File: config.mk
export PLATFORM = sky130hd
export DESIGN_NAME = alu_top
export DESIGN_NICKNAME = d
export VERILOG_FILES = /design/src/rtl/alu_pkg.sv /design/src/rtl/alu_issue.sv /design/src/rtl/alu_arith_unit.sv /design/src/rtl/alu_bit_unit.sv /design/src/rtl/alu_result_merge.sv /design/src/rtl/alu_top.sv
export SDC_FILE = /design/constraint.sdc
export NUM_CORES = 1
export LEC_CHECK = 0
export ABC_CLOCK_PERIOD_IN_PS = 23800
export BUFFER_PORTS_ARGS = -buffer_cell sky130_fd_sc_hd__buf_4
export CAP_MARGIN = 30
export CORE_MARGIN = 8
export CORE_UTILIZATION = 55
export DETAILED_ROUTE_END_ITERATION = 8
export HOLD_SLACK_MARGIN = 0.12
export PLACE_DENSITY = 0.76
export SYNTH_ARGS = -nofsm -noshare
export SYNTH_HDL_FRONTEND = slang
export SYNTH_SLANG_ARGS = --single-unit
File: constraint.sdc
create_clock -name i_clk -period 23.8 [get_ports i_clk]
set_input_delay 1.19 -clock i_clk [delete_from_list [all_inputs] [get_ports i_clk]]
set_output_delay 1.19 -clock i_clk [all_outputs]
set_load 0.03 [all_outputs]
File: src/rtl/alu_pkg.sv
package alu_pkg;

    // q6.10 datapath widths
    localparam int DATA_W = 16;
    // fraction bits, used when the mac result is scaled back
    localparam int FRAC_W = 10;

    // one signed q6.10 value
    typedef logic signed [DATA_W-1:0] data_t;

    // saturation limits for 16-bit results
    localparam data_t DATA_MAX = {1'b0, {(DATA_W-1){1'b1}}};
    localparam data_t DATA_MIN = {1'b1, {(DATA_W-1){1'b0}}};

    // instruction codes
    // gaps at 3, 5, 8..14 are unused codes and return zero
    typedef enum logic [3:0] {
        OP_ADD  = 4'd0,
        OP_SUB  = 4'd1,
        OP_MAC  = 4'd2,
        OP_GRAY = 4'd4,
        OP_ROT  = 4'd6,
        OP_CLZ  = 4'd7,
        OP_NOP  = 4'd15
    } alu_op_e;

    // request from issue stage to a unit
    // 4 + 16 + 16 bits
    typedef struct packed {
        alu_op_e op;
        data_t   a;
        data_t   b;
    } alu_req_t;

    // result from a unit to the merger
    // valid is a one-cycle pulse
    typedef struct packed {
        logic  valid;
        data_t data;
    } unit_res_t;

endpackage

File: src/rtl/alu_issue.sv
`timescale 1ns/1ps

module alu_issue
    import alu_pkg::*;
(
    input  logic     i_clk,
    input  logic     i_rst_n,
    input  logic     i_in_valid,
    input  alu_op_e  i_inst,
    input  data_t    i_data_a,
    input  data_t    i_data_b,
    input  logic     i_bit_done,
    output logic     o_busy,
    output logic     o_arith_start,
    output alu_req_t o_arith_req,
    output logic     o_bit_start,
    output alu_req_t o_bit_req
);

    logic accept;
    // class of the incoming opcode
    logic to_bit;
    logic multi_cycle;

    // inputs are ignored while busy
    assign accept = i_in_valid && !o_busy;

    // decode once here, the units trust the class
    always_comb begin
        to_bit      = 1'b0;
        multi_cycle = 1'b0;
        case (i_inst)
            OP_GRAY: begin
                to_bit = 1'b1;
            end
            OP_ROT, OP_CLZ: begin
                to_bit      = 1'b1;
                multi_cycle = 1'b1;
            end
            // add, sub, mac, nop and unused codes
            default: begin
                to_bit = 1'b0;
            end
        endcase
    end

    // start pulses and busy
    always_ff @(posedge i_clk or negedge i_rst_n) begin
        if (!i_rst_n) begin
            o_busy        <= 1'b0;
            o_arith_start <= 1'b0;
            o_bit_start   <= 1'b0;
        end else begin
            o_arith_start <= accept && !to_bit;
            o_bit_start   <= accept && to_bit;
            // done only arrives while busy, so no accept can collide
            if (i_bit_done) begin
                o_busy <= 1'b0;
            end else if (accept && multi_cycle) begin
                o_busy <= 1'b1;
            end
        end
    end

    // operand registers
    // each one only loads for its own unit, the other keeps its old value
    always_ff @(posedge i_clk) begin
        if (accept && !to_bit) begin
            o_arith_req <= '{op: i_inst, a: i_data_a, b: i_data_b};
        end
        if (accept && to_bit) begin
            o_bit_req <= '{op: i_inst, a: i_data_a, b: i_data_b};
        end
    end

endmodule

File: src/rtl/alu_arith_unit.sv
`timescale 1ns/1ps

module alu_arith_unit
    import alu_pkg::*;
#(
    // accumulator width, at least 2*DATA_W
    parameter int ACC_W = 36
) (
    input  logic      i_clk,
    input  logic      i_rst_n,
    input  logic      i_start,
    input  alu_req_t  i_req,
    output unit_res_t o_res
);

    localparam int PROD_W = 2 * DATA_W;
    // rounded magnitude keeps one extra bit for the carry
    localparam int RND_W  = ACC_W - FRAC_W + 1;
    localparam logic signed [ACC_W-1:0] ACC_MAX = {1'b0, {(ACC_W-1){1'b1}}};
    localparam logic signed [ACC_W-1:0] ACC_MIN = {1'b1, {(ACC_W-1){1'b0}}};

    // add and sub
    logic signed [DATA_W:0]   add_b;
    logic signed [DATA_W:0]   add_sum;
    logic                     add_ovf;
    data_t                    add_res;
    // mac
    logic signed [PROD_W-1:0] prod;
    logic signed [ACC_W-1:0]  prod_ext;
    logic signed [ACC_W:0]    acc_sum;
    logic                     acc_ovf;
    logic signed [ACC_W-1:0]  acc_next;
    logic                     acc_neg;
    logic        [ACC_W-1:0]  acc_mag;
    logic        [RND_W-1:0]  mac_rnd;
    logic                     mac_sat;
    data_t                    mac_res;
    // state
    logic signed [ACC_W-1:0]  acc_q;
    logic                     res_valid_q;
    data_t                    res_data_q;

    // 17-bit sum, b negated for sub
    // -(-32768) fits in 17 bits
    assign add_b   = (i_req.op == OP_SUB) ? -{i_req.b[DATA_W-1], i_req.b}
                                          : {i_req.b[DATA_W-1], i_req.b};
    assign add_sum = {i_req.a[DATA_W-1], i_req.a} + add_b;
    assign add_ovf = add_sum[DATA_W] ^ add_sum[DATA_W-1];
    // overflow direction follows the sign of a
    assign add_res = add_ovf ? (i_req.a[DATA_W-1] ? DATA_MIN : DATA_MAX)
                             : add_sum[DATA_W-1:0];

    // exact q12.20 product
    assign prod     = $signed(i_req.a) * $signed(i_req.b);
    // sign extension to accumulator width
    assign prod_ext = prod;

    assign acc_sum  = {acc_q[ACC_W-1], acc_q} + {prod_ext[ACC_W-1], prod_ext};
    assign acc_ovf  = acc_sum[ACC_W] ^ acc_sum[ACC_W-1];
    assign acc_next = acc_ovf ? (acc_q[ACC_W-1] ? ACC_MIN : ACC_MAX)
                              : acc_sum[ACC_W-1:0];

    // magnitude, then back to q6.10
    // -ACC_MIN wraps to 2^(ACC_W-1), which is right as unsigned
    assign acc_neg = acc_next[ACC_W-1];
    assign acc_mag = acc_neg ? -acc_next : acc_next;
    // round half up on the highest dropped bit
    assign mac_rnd = {1'b0, acc_mag[ACC_W-1:FRAC_W]} + RND_W'(acc_mag[FRAC_W-1]);
    // anything at or above bit 15 no longer fits
    assign mac_sat = |mac_rnd[RND_W-1:DATA_W-1];
    assign mac_res = mac_sat ? (acc_neg ? DATA_MIN : DATA_MAX)
                             : (acc_neg ? data_t'(-mac_rnd[DATA_W-1:0])
                                        : data_t'(mac_rnd[DATA_W-1:0]));

    // accumulator and result valid
    always_ff @(posedge i_clk or negedge i_rst_n) begin
        if (!i_rst_n) begin
            acc_q       <= '0;
            res_valid_q <= 1'b0;
        end else begin
            // every start gives exactly one result
            res_valid_q <= i_start;
            if (i_start && i_req.op == OP_MAC) begin
                acc_q <= acc_next;
            end
        end
    end

    // result data
    always_ff @(posedge i_clk) begin
        if (i_start) begin
            case (i_req.op)
                OP_ADD, OP_SUB: begin
                    res_data_q <= add_res;
                end
                OP_MAC: begin
                    res_data_q <= mac_res;
                end
                // nop and unused codes return zero
                default: begin
                    res_data_q <= '0;
                end
            endcase
        end
    end

    assign o_res = '{valid: res_valid_q, data: res_data_q};

endmodule

File: src/rtl/alu_bit_unit.sv
`timescale 1ns/1ps

module alu_bit_unit
    import alu_pkg::*;
(
    input  logic      i_clk,
    input  logic      i_rst_n,
    input  logic      i_start,
    input  alu_req_t  i_req,
    output unit_res_t o_res,
    output logic      o_done
);

    // wide enough for a shift amount or a bit position
    localparam int CNT_W = $clog2(DATA_W);

    typedef enum logic [1:0] {
        ST_IDLE,
        ST_ROT,
        ST_CLZ
    } state_e;

    state_e           state_q;
    logic [CNT_W-1:0] cnt_q;
    // target shift for rot
    logic [CNT_W-1:0] lim_q;
    // rotates right for rot, shifts left for clz
    data_t            work_q;
    logic             res_valid_q;
    data_t            res_data_q;
    logic             work_zero;
    logic             rot_done;
    logic             clz_done;

    assign work_zero = (work_q == '0);
    // shift 0 finishes on the first step
    assign rot_done  = (state_q == ST_ROT) && (cnt_q == lim_q);
    // stop on a leading one, or right away for an all-zero operand
    assign clz_done  = (state_q == ST_CLZ) && (work_q[DATA_W-1] || work_zero);
    assign o_done    = rot_done || clz_done;

    // fsm, step counter, result valid
    always_ff @(posedge i_clk or negedge i_rst_n) begin
        if (!i_rst_n) begin
            state_q     <= ST_IDLE;
            cnt_q       <= '0;
            res_valid_q <= 1'b0;
        end else begin
            res_valid_q <= 1'b0;
            case (state_q)
                ST_IDLE: begin
                    if (i_start) begin
                        cnt_q <= '0;
                        case (i_req.op)
                            OP_ROT:  state_q     <= ST_ROT;
                            OP_CLZ:  state_q     <= ST_CLZ;
                            // gray finishes in the start cycle
                            OP_GRAY: res_valid_q <= 1'b1;
                            default: state_q     <= ST_IDLE;
                        endcase
                    end
                end
                ST_ROT, ST_CLZ: begin
                    if (o_done) begin
                        state_q     <= ST_IDLE;
                        res_valid_q <= 1'b1;
                    end else begin
                        cnt_q <= cnt_q + 1'b1;
                    end
                end
                default: begin
                    state_q <= ST_IDLE;
                end
            endcase
        end
    end

    // working register and result data
    always_ff @(posedge i_clk) begin
        case (state_q)
            ST_IDLE: begin
                if (i_start) begin
                    work_q <= i_req.a;
                    lim_q  <= i_req.b[CNT_W-1:0];
                    if (i_req.op == OP_GRAY) begin
                        // logical shift, msb passes through
                        res_data_q <= i_req.a ^ (i_req.a >> 1);
                    end
                end
            end
            ST_ROT: begin
                if (rot_done) begin
                    res_data_q <= work_q;
                end else begin
                    work_q <= {work_q[0], work_q[DATA_W-1:1]};
                end
            end
            ST_CLZ: begin
                if (clz_done) begin
                    // zero operand counts all DATA_W bits
                    res_data_q <= work_zero ? data_t'(DATA_W) : data_t'(cnt_q);
                end else begin
                    work_q <= {work_q[DATA_W-2:0], 1'b0};
                end
            end
            default: begin
                work_q <= work_q;
            end
        endcase
    end

    assign o_res = '{valid: res_valid_q, data: res_data_q};

endmodule

File: src/rtl/alu_result_merge.sv
`timescale 1ns/1ps

module alu_result_merge
    import alu_pkg::*;
(
    input  logic      i_clk,
    input  logic      i_rst_n,
    input  unit_res_t i_arith_res,
    input  unit_res_t i_bit_res,
    output logic      o_out_valid,
    output data_t     o_data
);

    logic  any_valid;
    data_t sel_data;

    // units never report in the same cycle
    assign any_valid = i_arith_res.valid || i_bit_res.valid;
    assign sel_data  = i_arith_res.valid ? i_arith_res.data : i_bit_res.data;

    // one-cycle valid pulse
    // o_data holds its last value between results
    always_ff @(posedge i_clk or negedge i_rst_n) begin
        if (!i_rst_n) begin
            o_out_valid <= 1'b0;
            o_data      <= '0;
        end else begin
            o_out_valid <= any_valid;
            if (any_valid) begin
                o_data <= sel_data;
            end
        end
    end

endmodule

File: src/rtl/alu_top.sv
`timescale 1ns/1ps

module alu_top
    import alu_pkg::*;
#(
    // mac accumulator width
    parameter int ACC_W = 36
) (
    input  logic       i_clk,
    input  logic       i_rst_n,
    input  logic       i_in_valid,
    input  logic [3:0] i_inst,
    input  data_t      i_data_a,
    input  data_t      i_data_b,
    output logic       o_busy,
    output logic       o_out_valid,
    output data_t      o_data
);

    // issue stage to units
    logic      arith_start;
    alu_req_t  arith_req;
    logic      bit_start;
    alu_req_t  bit_req;
    // bit unit finished a multi-cycle op
    logic      bit_done;
    // unit results to merger
    unit_res_t arith_res;
    unit_res_t bit_res;

    // decode, operand capture, busy
    alu_issue u_issue (
        .i_clk         (i_clk),
        .i_rst_n       (i_rst_n),
        .i_in_valid    (i_in_valid),
        .i_inst        (alu_op_e'(i_inst)),
        .i_data_a      (i_data_a),
        .i_data_b      (i_data_b),
        .i_bit_done    (bit_done),
        .o_busy        (o_busy),
        .o_arith_start (arith_start),
        .o_arith_req   (arith_req),
        .o_bit_start   (bit_start),
        .o_bit_req     (bit_req)
    );

    // add, sub, mac and unknown codes
    alu_arith_unit #(
        .ACC_W (ACC_W)
    ) u_arith (
        .i_clk   (i_clk),
        .i_rst_n (i_rst_n),
        .i_start (arith_start),
        .i_req   (arith_req),
        .o_res   (arith_res)
    );

    // gray, rot, clz
    alu_bit_unit u_bit (
        .i_clk   (i_clk),
        .i_rst_n (i_rst_n),
        .i_start (bit_start),
        .i_req   (bit_req),
        .o_res   (bit_res),
        .o_done  (bit_done)
    );

    // output register
    alu_result_merge u_merge (
        .i_clk       (i_clk),
        .i_rst_n     (i_rst_n),
        .i_arith_res (arith_res),
        .i_bit_res   (bit_res),
        .o_out_valid (o_out_valid),
        .o_data      (o_data)
    );

endmodule

==> results of run 1 <==
## cells in the final DEF (no fill, tap or decap), types with 12 or more instances in the layout
| cell | count |
|---|---|
| nand3_1 | 47 |
| xnor2_1 | 64 |
| a21o_1 | 22 |
| nor4_1 | 18 |
| nor3_1 | 26 |
| buf_4 | 76 |
| dfrtp_1 | 64 |
| clkbuf_16 | 17 |
| edfxtp_1 | 112 |
| a31oi_1 | 30 |
| o21ai_0 | 106 |
| a22oi_1 | 25 |
| and3_1 | 12 |
| nor2_1 | 126 |
| xor2_1 | 43 |
| o211ai_1 | 20 |
| mux2i_1 | 21 |
| fa_1 | 319 |
| nand2_1 | 249 |
| inv_1 | 400 |
| nand2b_1 | 19 |
| a21oi_1 | 97 |
| ha_1 | 134 |
| a211oi_1 | 14 |
| and2_1 | 127 |
| o2111ai_1 | 12 |
## sequential cells by signal, summed over array words and instances, names as in the netlist
register and flops:
u_bit.lim_q 4, u_arith.acc_q 36, u_bit.state_q 2, u_issue.o_bit_start 1, u_issue.o_busy 1, u_issue.o_arith_req 36
u_bit.cnt_q 4, u_merge.o_data 16, u_bit.res_valid_q 1, u_merge.o_out_valid 1, u_issue.o_bit_req 24, u_bit.res_data_q 16
u_bit.work_q 16, u_arith.res_data_q 16, u_issue.o_arith_start 1, u_arith.res_valid_q 1
## per-layer routing
layer	part of all wire, %	up-vias	global-route usage, %
met4	2.5	2	7.92
met2	46	705	40.2
met5	0.021	-	0
met1	43	8883	36.4
met3	8.8	99	6.17
li1	-	7967	-
## cell families (layout without fill, tap and decap cells)
| logic type | Yosys count | after routing |
|---|---|---|
| and+or+nand+nor | 708 | 708 |
| buffers and inverters | 514 | 515 |
| adders and majority gates | 455 | 455 |
| AOI/OAI and AO/OA | 439 | 439 |
| DFF | 176 | 176 |
| xor gates and xnor gates | 107 | 107 |
| muxes | 26 | 26 |
## critical path, delay by kind of cell, from the launching register on
kind | cells | cell delay (ns)
adder cells (fa/ha/maj) | 9 | 4.35
AND/OR/NAND/NOR | 9 | 3.12
AO/OA/AOI/OAI | 9 | 2.46
flip-flops | 1 | 0.92
buffers and inverters | 5 | 0.62
## worst min path at each step
| stage | cells past startpoint | endpoint | slack (ns) |
|---|---|---|---|
| 2_1_floorplan | 0 | u_bit.lim_q[0] | 0.40 |
| 3_3_place_gp | 0 | u_bit.lim_q[0] | 0.41 |
| 3_5_place_dp | 0 | u_bit.lim_q[3] | 0.41 |
| 4_1_cts | 0 | u_bit.lim_q[3] | 0.42 |
| 5_1_grt | 0 | u_bit.lim_q[3] | 0.44 |
| 6_report | 0 | u_bit.lim_q[3] | 0.42 |
## final cells by class
class / count / area (um2) / share of cell area [%]
Sequential cell: 176 / 4960 / 20.6
Multi-Input combinational cell: 1735 / 15700 / 65.2
Clock buffer: 17 / 425 / 1.76
Tap cell: 532 / 666 / 2.76
Timing Repair Buffer: 82 / 693 / 2.87
Clock inverter: 15 / 149 / 0.617
Inverter: 401 / 1510 / 6.24
## per-stage QoR
step           util (%)  hold slack [ns]
2_1_floorplan         -            0.400
3_3_place_gp       57.5            0.407
3_5_place_dp       57.6            0.406
4_1_cts            59.0            0.423
5_1_grt            59.2            0.437
6_report           59.2            0.423
==> results by group, run 1 <==
Detailed routing
  • Via density: 5.97
  • Routed Antenna Nets: 0
  • TritonRoute pass-1 iters: 7
  • Via count: 17700
  • DR iter-0 viols: 2032
  • Avg WL per Cell: 20.5 um
  • Residual DRC count: 0
  • Total length of routed wires: 60.5 mm

Synthesis
  • Mux cell area share after synthesis: 1.18%
  • Most common cell in the netlist: inv_1
  • Xor and xnor area share after synthesis: 4.15%
  • Syn_nets: 2918
  • Syn Inst Count: 2425
  • Post-synthesis adder-cell area fraction: 35.8%
  • Post-synthesis sequential area ratio: 22.0%
  • Syn avg cell area: 9.32 um2
  • Top cells by count, synth: 400 x inv_1, 319 x fa_1, 249 x nand2_1
  • Synth Cell Area: 0.0226 mm2
  • Top cell type's share of synthesized area: 28.3%
  • Top_reg_cell synth: edfxtp_1
  • Synth warn: 0
  • Synth Area in Compound Gates: 12.8%
  • #FFs+latches synth: 176
  • Largest family of logic cells by synthesized area: adder cells
  • Share of synthesized flip-flops with an asynchronous set or reset: 36.4%
  • Synth area leaders: fa_1 28%, edfxtp_1 15%, ha_1 7.5%
  • Simple-Gate Fraction of Synth Area: 15.6%
  • Yosys top cell by area: fa_1
  • Post-synth EDFFs: 112
  • Synth cell types: 90

Setup path
  • Worst R2R End: u_arith.res_data_q[15]
  • Critical path type: reg2reg
  • Req. time, crit path: 23.98 ns
  • Critical path peak fanout: 20
  • R2r startpoint: u_issue.o_arith_req[31]
  • Critical Path Most Common Cell: fa_1
  • Crit path from: u_issue.o_arith_req[31]
  • WP data arrival: 11.96 ns
  • Max stage delay cell, worst path: edfxtp_1
  • Critical path's largest stage delay: 0.92 ns
  • Reg2Reg Depth: 32
  • Nature of the critical path startpoint: register
  • R2R setup slack: 12.01 ns
  • CP endpoint: u_arith.res_data_q[15]
  • Crit. End Element: register

STA
  • Worst Clk Skew: 0.0244 ns
  • RSZ-0062 raised after global routing: no
  • Slew Limit Fails: 0
  • Final worst slack: 12.01 ns
  • Final setup fails: 0
  • Final Hold Fails: 0
  • Final critical-path required period: 11.79 ns
  • Max Fclk: 0.0848 GHz
  • Fin crit share: 49.5%
  • Actual slew at the worst max-slew pin: 1.07 ns
  • Relative slew slack: 28.9%
  • TNS Setup: 0 ns

Clock tree
  • Root Driver: clkbuf_16
  • Skew-Pair Late Insertion Delay: 0.46 ns
  • Post-CTS Hold Buffers: 0
  • CTS H-tree lvls: 4
  • Clk pin slew, worst setup/hold paths: 0.07 ns
  • Post_cts resized: 0
  • Num CTS Buffers: 17
  • Clock tree buffer depth: 2
  • CTS tree: built
  • Clk sinks: 176
  • # Post-CTS Setup Buffers: 0

Floorplanning
  • Placeable Area: 0.0407 mm2
  • Initial Utilization: 55.5%
  • Die X: 219 um
  • Rows: 74
  • Die Height: 219 um
  • Top Ports: 57
  • Die area: 0.0478 mm2

Cells and area
  • Final non-filler cell total: 2958
  • Final nets: 2906
  • Layout cell share with drive strength beyond 1: 6.35%
  • Post-route cell area: 0.0241 mm2
  • Fillers: 3494
  • Area growth from synthesis to layout: 6.73%
  • Antenna diodes: 0

Global routing
  • Pin count of the biggest net entering global routing: 72
  • Remaining Overflow, GRT: 0
  • First-pass GRT wire length: 98.8 mm
  • Gr usage total: 26.1%
  • Antenna violations before repair: 1
  • Vias in the first global route: 18300

Place
  • HPWL Detailed: 47.7 mm
  • RD Place Congestion: 0.956
  • Placed cell area: 0.0235 mm2
  • Worst slack at placement: 11.86 ns
  • Port Buffers: 56
  • Inst Count DP: 2922

Job
  • Max_cap viols: 0

Run status
  • Outcome: finished clean

Worst hold path
  • Worst Hold Launch: u_issue.o_bit_req[3]
  • Hold WC Path Type: reg2reg
Power of run 1 is not shown: default switching activity piles up to over one toggle a cycle in this logic, so the estimate is an artifact.
==> run 2: changes to the inputs <==
--- a/config.mk
+++ b/config.mk
@@ -5,7 +5,7 @@
 export SDC_FILE = /design/constraint.sdc
 export NUM_CORES = 1
 export LEC_CHECK = 0
-export ABC_CLOCK_PERIOD_IN_PS = 23800
+export ABC_CLOCK_PERIOD_IN_PS = 11130
 export BUFFER_PORTS_ARGS = -buffer_cell sky130_fd_sc_hd__buf_4
 export CAP_MARGIN = 30
 export CORE_MARGIN = 8
==> constraint.sdc (replaced) <==
create_clock -name i_clk -period 11.13 [get_ports i_clk]
set_input_delay 0.5565 -clock i_clk [delete_from_list [all_inputs] [get_ports i_clk]]
set_output_delay 0.5565 -clock i_clk [all_outputs]
set_load 0.03 [all_outputs]
==> results by group, run 2 (synthesis gave the netlist of run 1 again) <==
Clock tree
  • Clock tree buffer depth: 2 (unchanged)
  • Clk sinks: 176 (unchanged)
  • CTS tree: built
  • CTS H-tree lvls: 4 (unchanged)
  • Clk pin slew, worst setup/hold paths: 0.09 ns (+0.02 ns)
  • Root Driver: clkbuf_16
  • Num CTS Buffers: 17 (unchanged)
  • Skew-Pair Late Insertion Delay: 0.46 ns (about the same)

Run status
  • Outcome: finished clean

Cells and area
  • Layout cell share with drive strength beyond 1: 7.87% (+1.5 points)
  • Final non-filler cell total: 2998 (+1.4%)
  • Area growth from synthesis to layout: 8.17%
  • Final nets: 2945 (+1.3%)
  • Fillers: 3487 (-0.20%)
  • Leading cell type in the layout, fill and taps excluded: inv_1
  • Post-route cell area: 0.0245 mm2 (+1.3%)
  • Largest registers: u_arith.acc_q (36), u_issue.o_arith_req (36), u_issue.o_bit_req (24)
  • Most frequent cells in the layout: 400 x inv_1, 318 x fa_1, 249 x nand2_1

Detailed routing
  • Total length of routed wires: 61.7 mm (+2.0%)
  • Avg WL per Cell: 20.6 um (+0.59%)
  • Residual DRC count: 0 (unchanged)
  • Via density: 5.99 (+0.38%)
  • TritonRoute pass-1 iters: 6 (-1)
  • DR iter-0 viols: 1742 (-14%)
  • Via count: 18000 (+1.7%)
  • Routed Antenna Nets: 0 (unchanged)

Floorplanning
  • Initial Utilization: 55.5% (unchanged)
  • Rows: 74 (unchanged)
  • Die Height: 219 um (unchanged)
  • Top Ports: 57 (unchanged)
  • Placeable Area: 0.0407 mm2 (unchanged)
  • Die X: 219 um (unchanged)
  • Die area: 0.0478 mm2 (unchanged)

STA
  • Max Fclk: 0.0944 GHz (+11%)
  • Worst Clk Skew: 0.0243 ns (-0.000169 ns)
  • Slew Limit Fails: 0 (unchanged)
  • Final Hold Fails: 0 (unchanged)
  • TNS Setup: 0 ns (unchanged)
  • Relative slew slack: 28.9% (about the same)
  • RSZ-0062 raised after global routing: no
  • Final critical-path required period: 10.59 ns (-1.20 ns)
  • Final setup fails: 0 (unchanged)
  • Actual slew at the worst max-slew pin: 1.05 ns (-0.0166 ns)
  • Fin crit share: 95.1% (+46 points)

Global routing
  • Remaining Overflow, GRT: 0 (unchanged)
  • Antenna violations before repair: 1 (unchanged)
  • Gr usage total: 26.7% (+0.64 points)
  • First-pass GRT wire length: 101 mm (+2.0%)
  • Pin count of the biggest net entering global routing: 72 (unchanged)
  • Vias in the first global route: 18600 (+1.6%)

Setup path
  • Critical path type: reg2reg
  • Nature of the critical path startpoint: register
  • Max stage delay cell, worst path: edfxtp_1
  • Critical path's largest stage delay: 0.90 ns (-0.02 ns)
  • Req. time, crit path: 11.46 ns (-12.52 ns)
  • WP data arrival: 10.92 ns (-1.04 ns)
  • Critical Path Most Common Cell: fa_1
  • Crit. End Element: register
  • Critical path peak fanout: 21 (+5.0%)

Place
  • Port Buffers: 56 (unchanged)
  • HPWL Detailed: 49.6 mm (+4.0%)
  • RD Place Congestion: 0.913 (-4.5%)
  • Placed cell area: 0.0237 mm2 (+0.95%)
  • Inst Count DP: 2951 (+0.99%)

Worst hold path
  • Hold WC Path Type: in2reg

Job
  • Max_cap viols: 0 (unchanged)
## run 2: changes by cell type in the layout (fill, tap and decap cells not counted), sizes merged
| cell | delta |
|---|---|
| dlygate4sd3 | +1 |
| diode | +1 |
| buf | +38 |
| clkbuf | +3 |
| inv | -2 |
| clkinvlp | -1 |
## run 2: final cells by class
cell class	count	area (um2)	area share (%)
multi-input combinational	1735	15700	64.4
sequential	176	4960	20.3
inverter	401	1510	6.16
timing repair buffer	121	1010	4.11
tap	532	666	2.72
clock buffer	20	447	1.83
clock inverter	12	125	0.512
antenna	1	2.50	0.0102
## run 2: worst max-delay path, delay by kind of cell (launching register included)
kind | cells | cell delay, ns
AND/OR/NAND/NOR | 9 | 2.73
flip-flops | 1 | 0.90
AO/OA/AOI/OAI | 8 | 2.26
buffers and inverters | 4 | 0.22
adder cells (fa/ha/maj) | 9 | 4.04
multiplexers | 1 | 0.29
## run 2: routing by layer
metal / routed length (um) / global-route usage, % / vias up
met2: 28000 / 41.1 / 771
met3: 4730 / 4.44 / 136
li1: - / - / 8053
met5: 0 / 0 / -
met4: 2000 / 9.32 / 0
met1: 26900 / 38.1 / 9002
## run 2: repair_timing
action	CTS	global route
endpoints found under the setup margin	0	16
buffers inserted	0	12
hold buffers	1	0
hold endpoints to repair	7	0
gates resized for setup	0	3
## run 2: worst paths after layout
check | startpoint | end | slack (ns) | depth (start not counted)
max | u_issue.o_arith_req[27] | u_arith.res_data_q[3] | 0.54 | 31
min | i_data_b[4] | u_issue.o_arith_req[4] | 0.29 | 1
max reg2reg | u_issue.o_arith_req[27] | u_arith.res_data_q[3] | 0.54 | 31
min reg2reg | u_issue.o_bit_req[3] | u_bit.lim_q[3] | 0.42 | 0
max in group asynchronous | i_rst_n | u_arith.acc_q[17] | 9.57 | 3
min in group asynchronous | i_rst_n | u_bit.cnt_q[3] | 0.46 | 2
## run 2: through the flow
stage | worst slack (ns) | utilization [%] | hold slack, ns
after floorplan | 0.701 | - | 0.261
after global placement | 0.503 | 58.0 | 0.381
final | 0.542 | 60.0 | 0.291
after detailed placement | 0.345 | 58.2 | 0.384
after global routing | 0.0135 | 60.0 | 0.269
after CTS | 0.341 | 59.6 | 0.271
Power of run 2 is left out for the same reason.
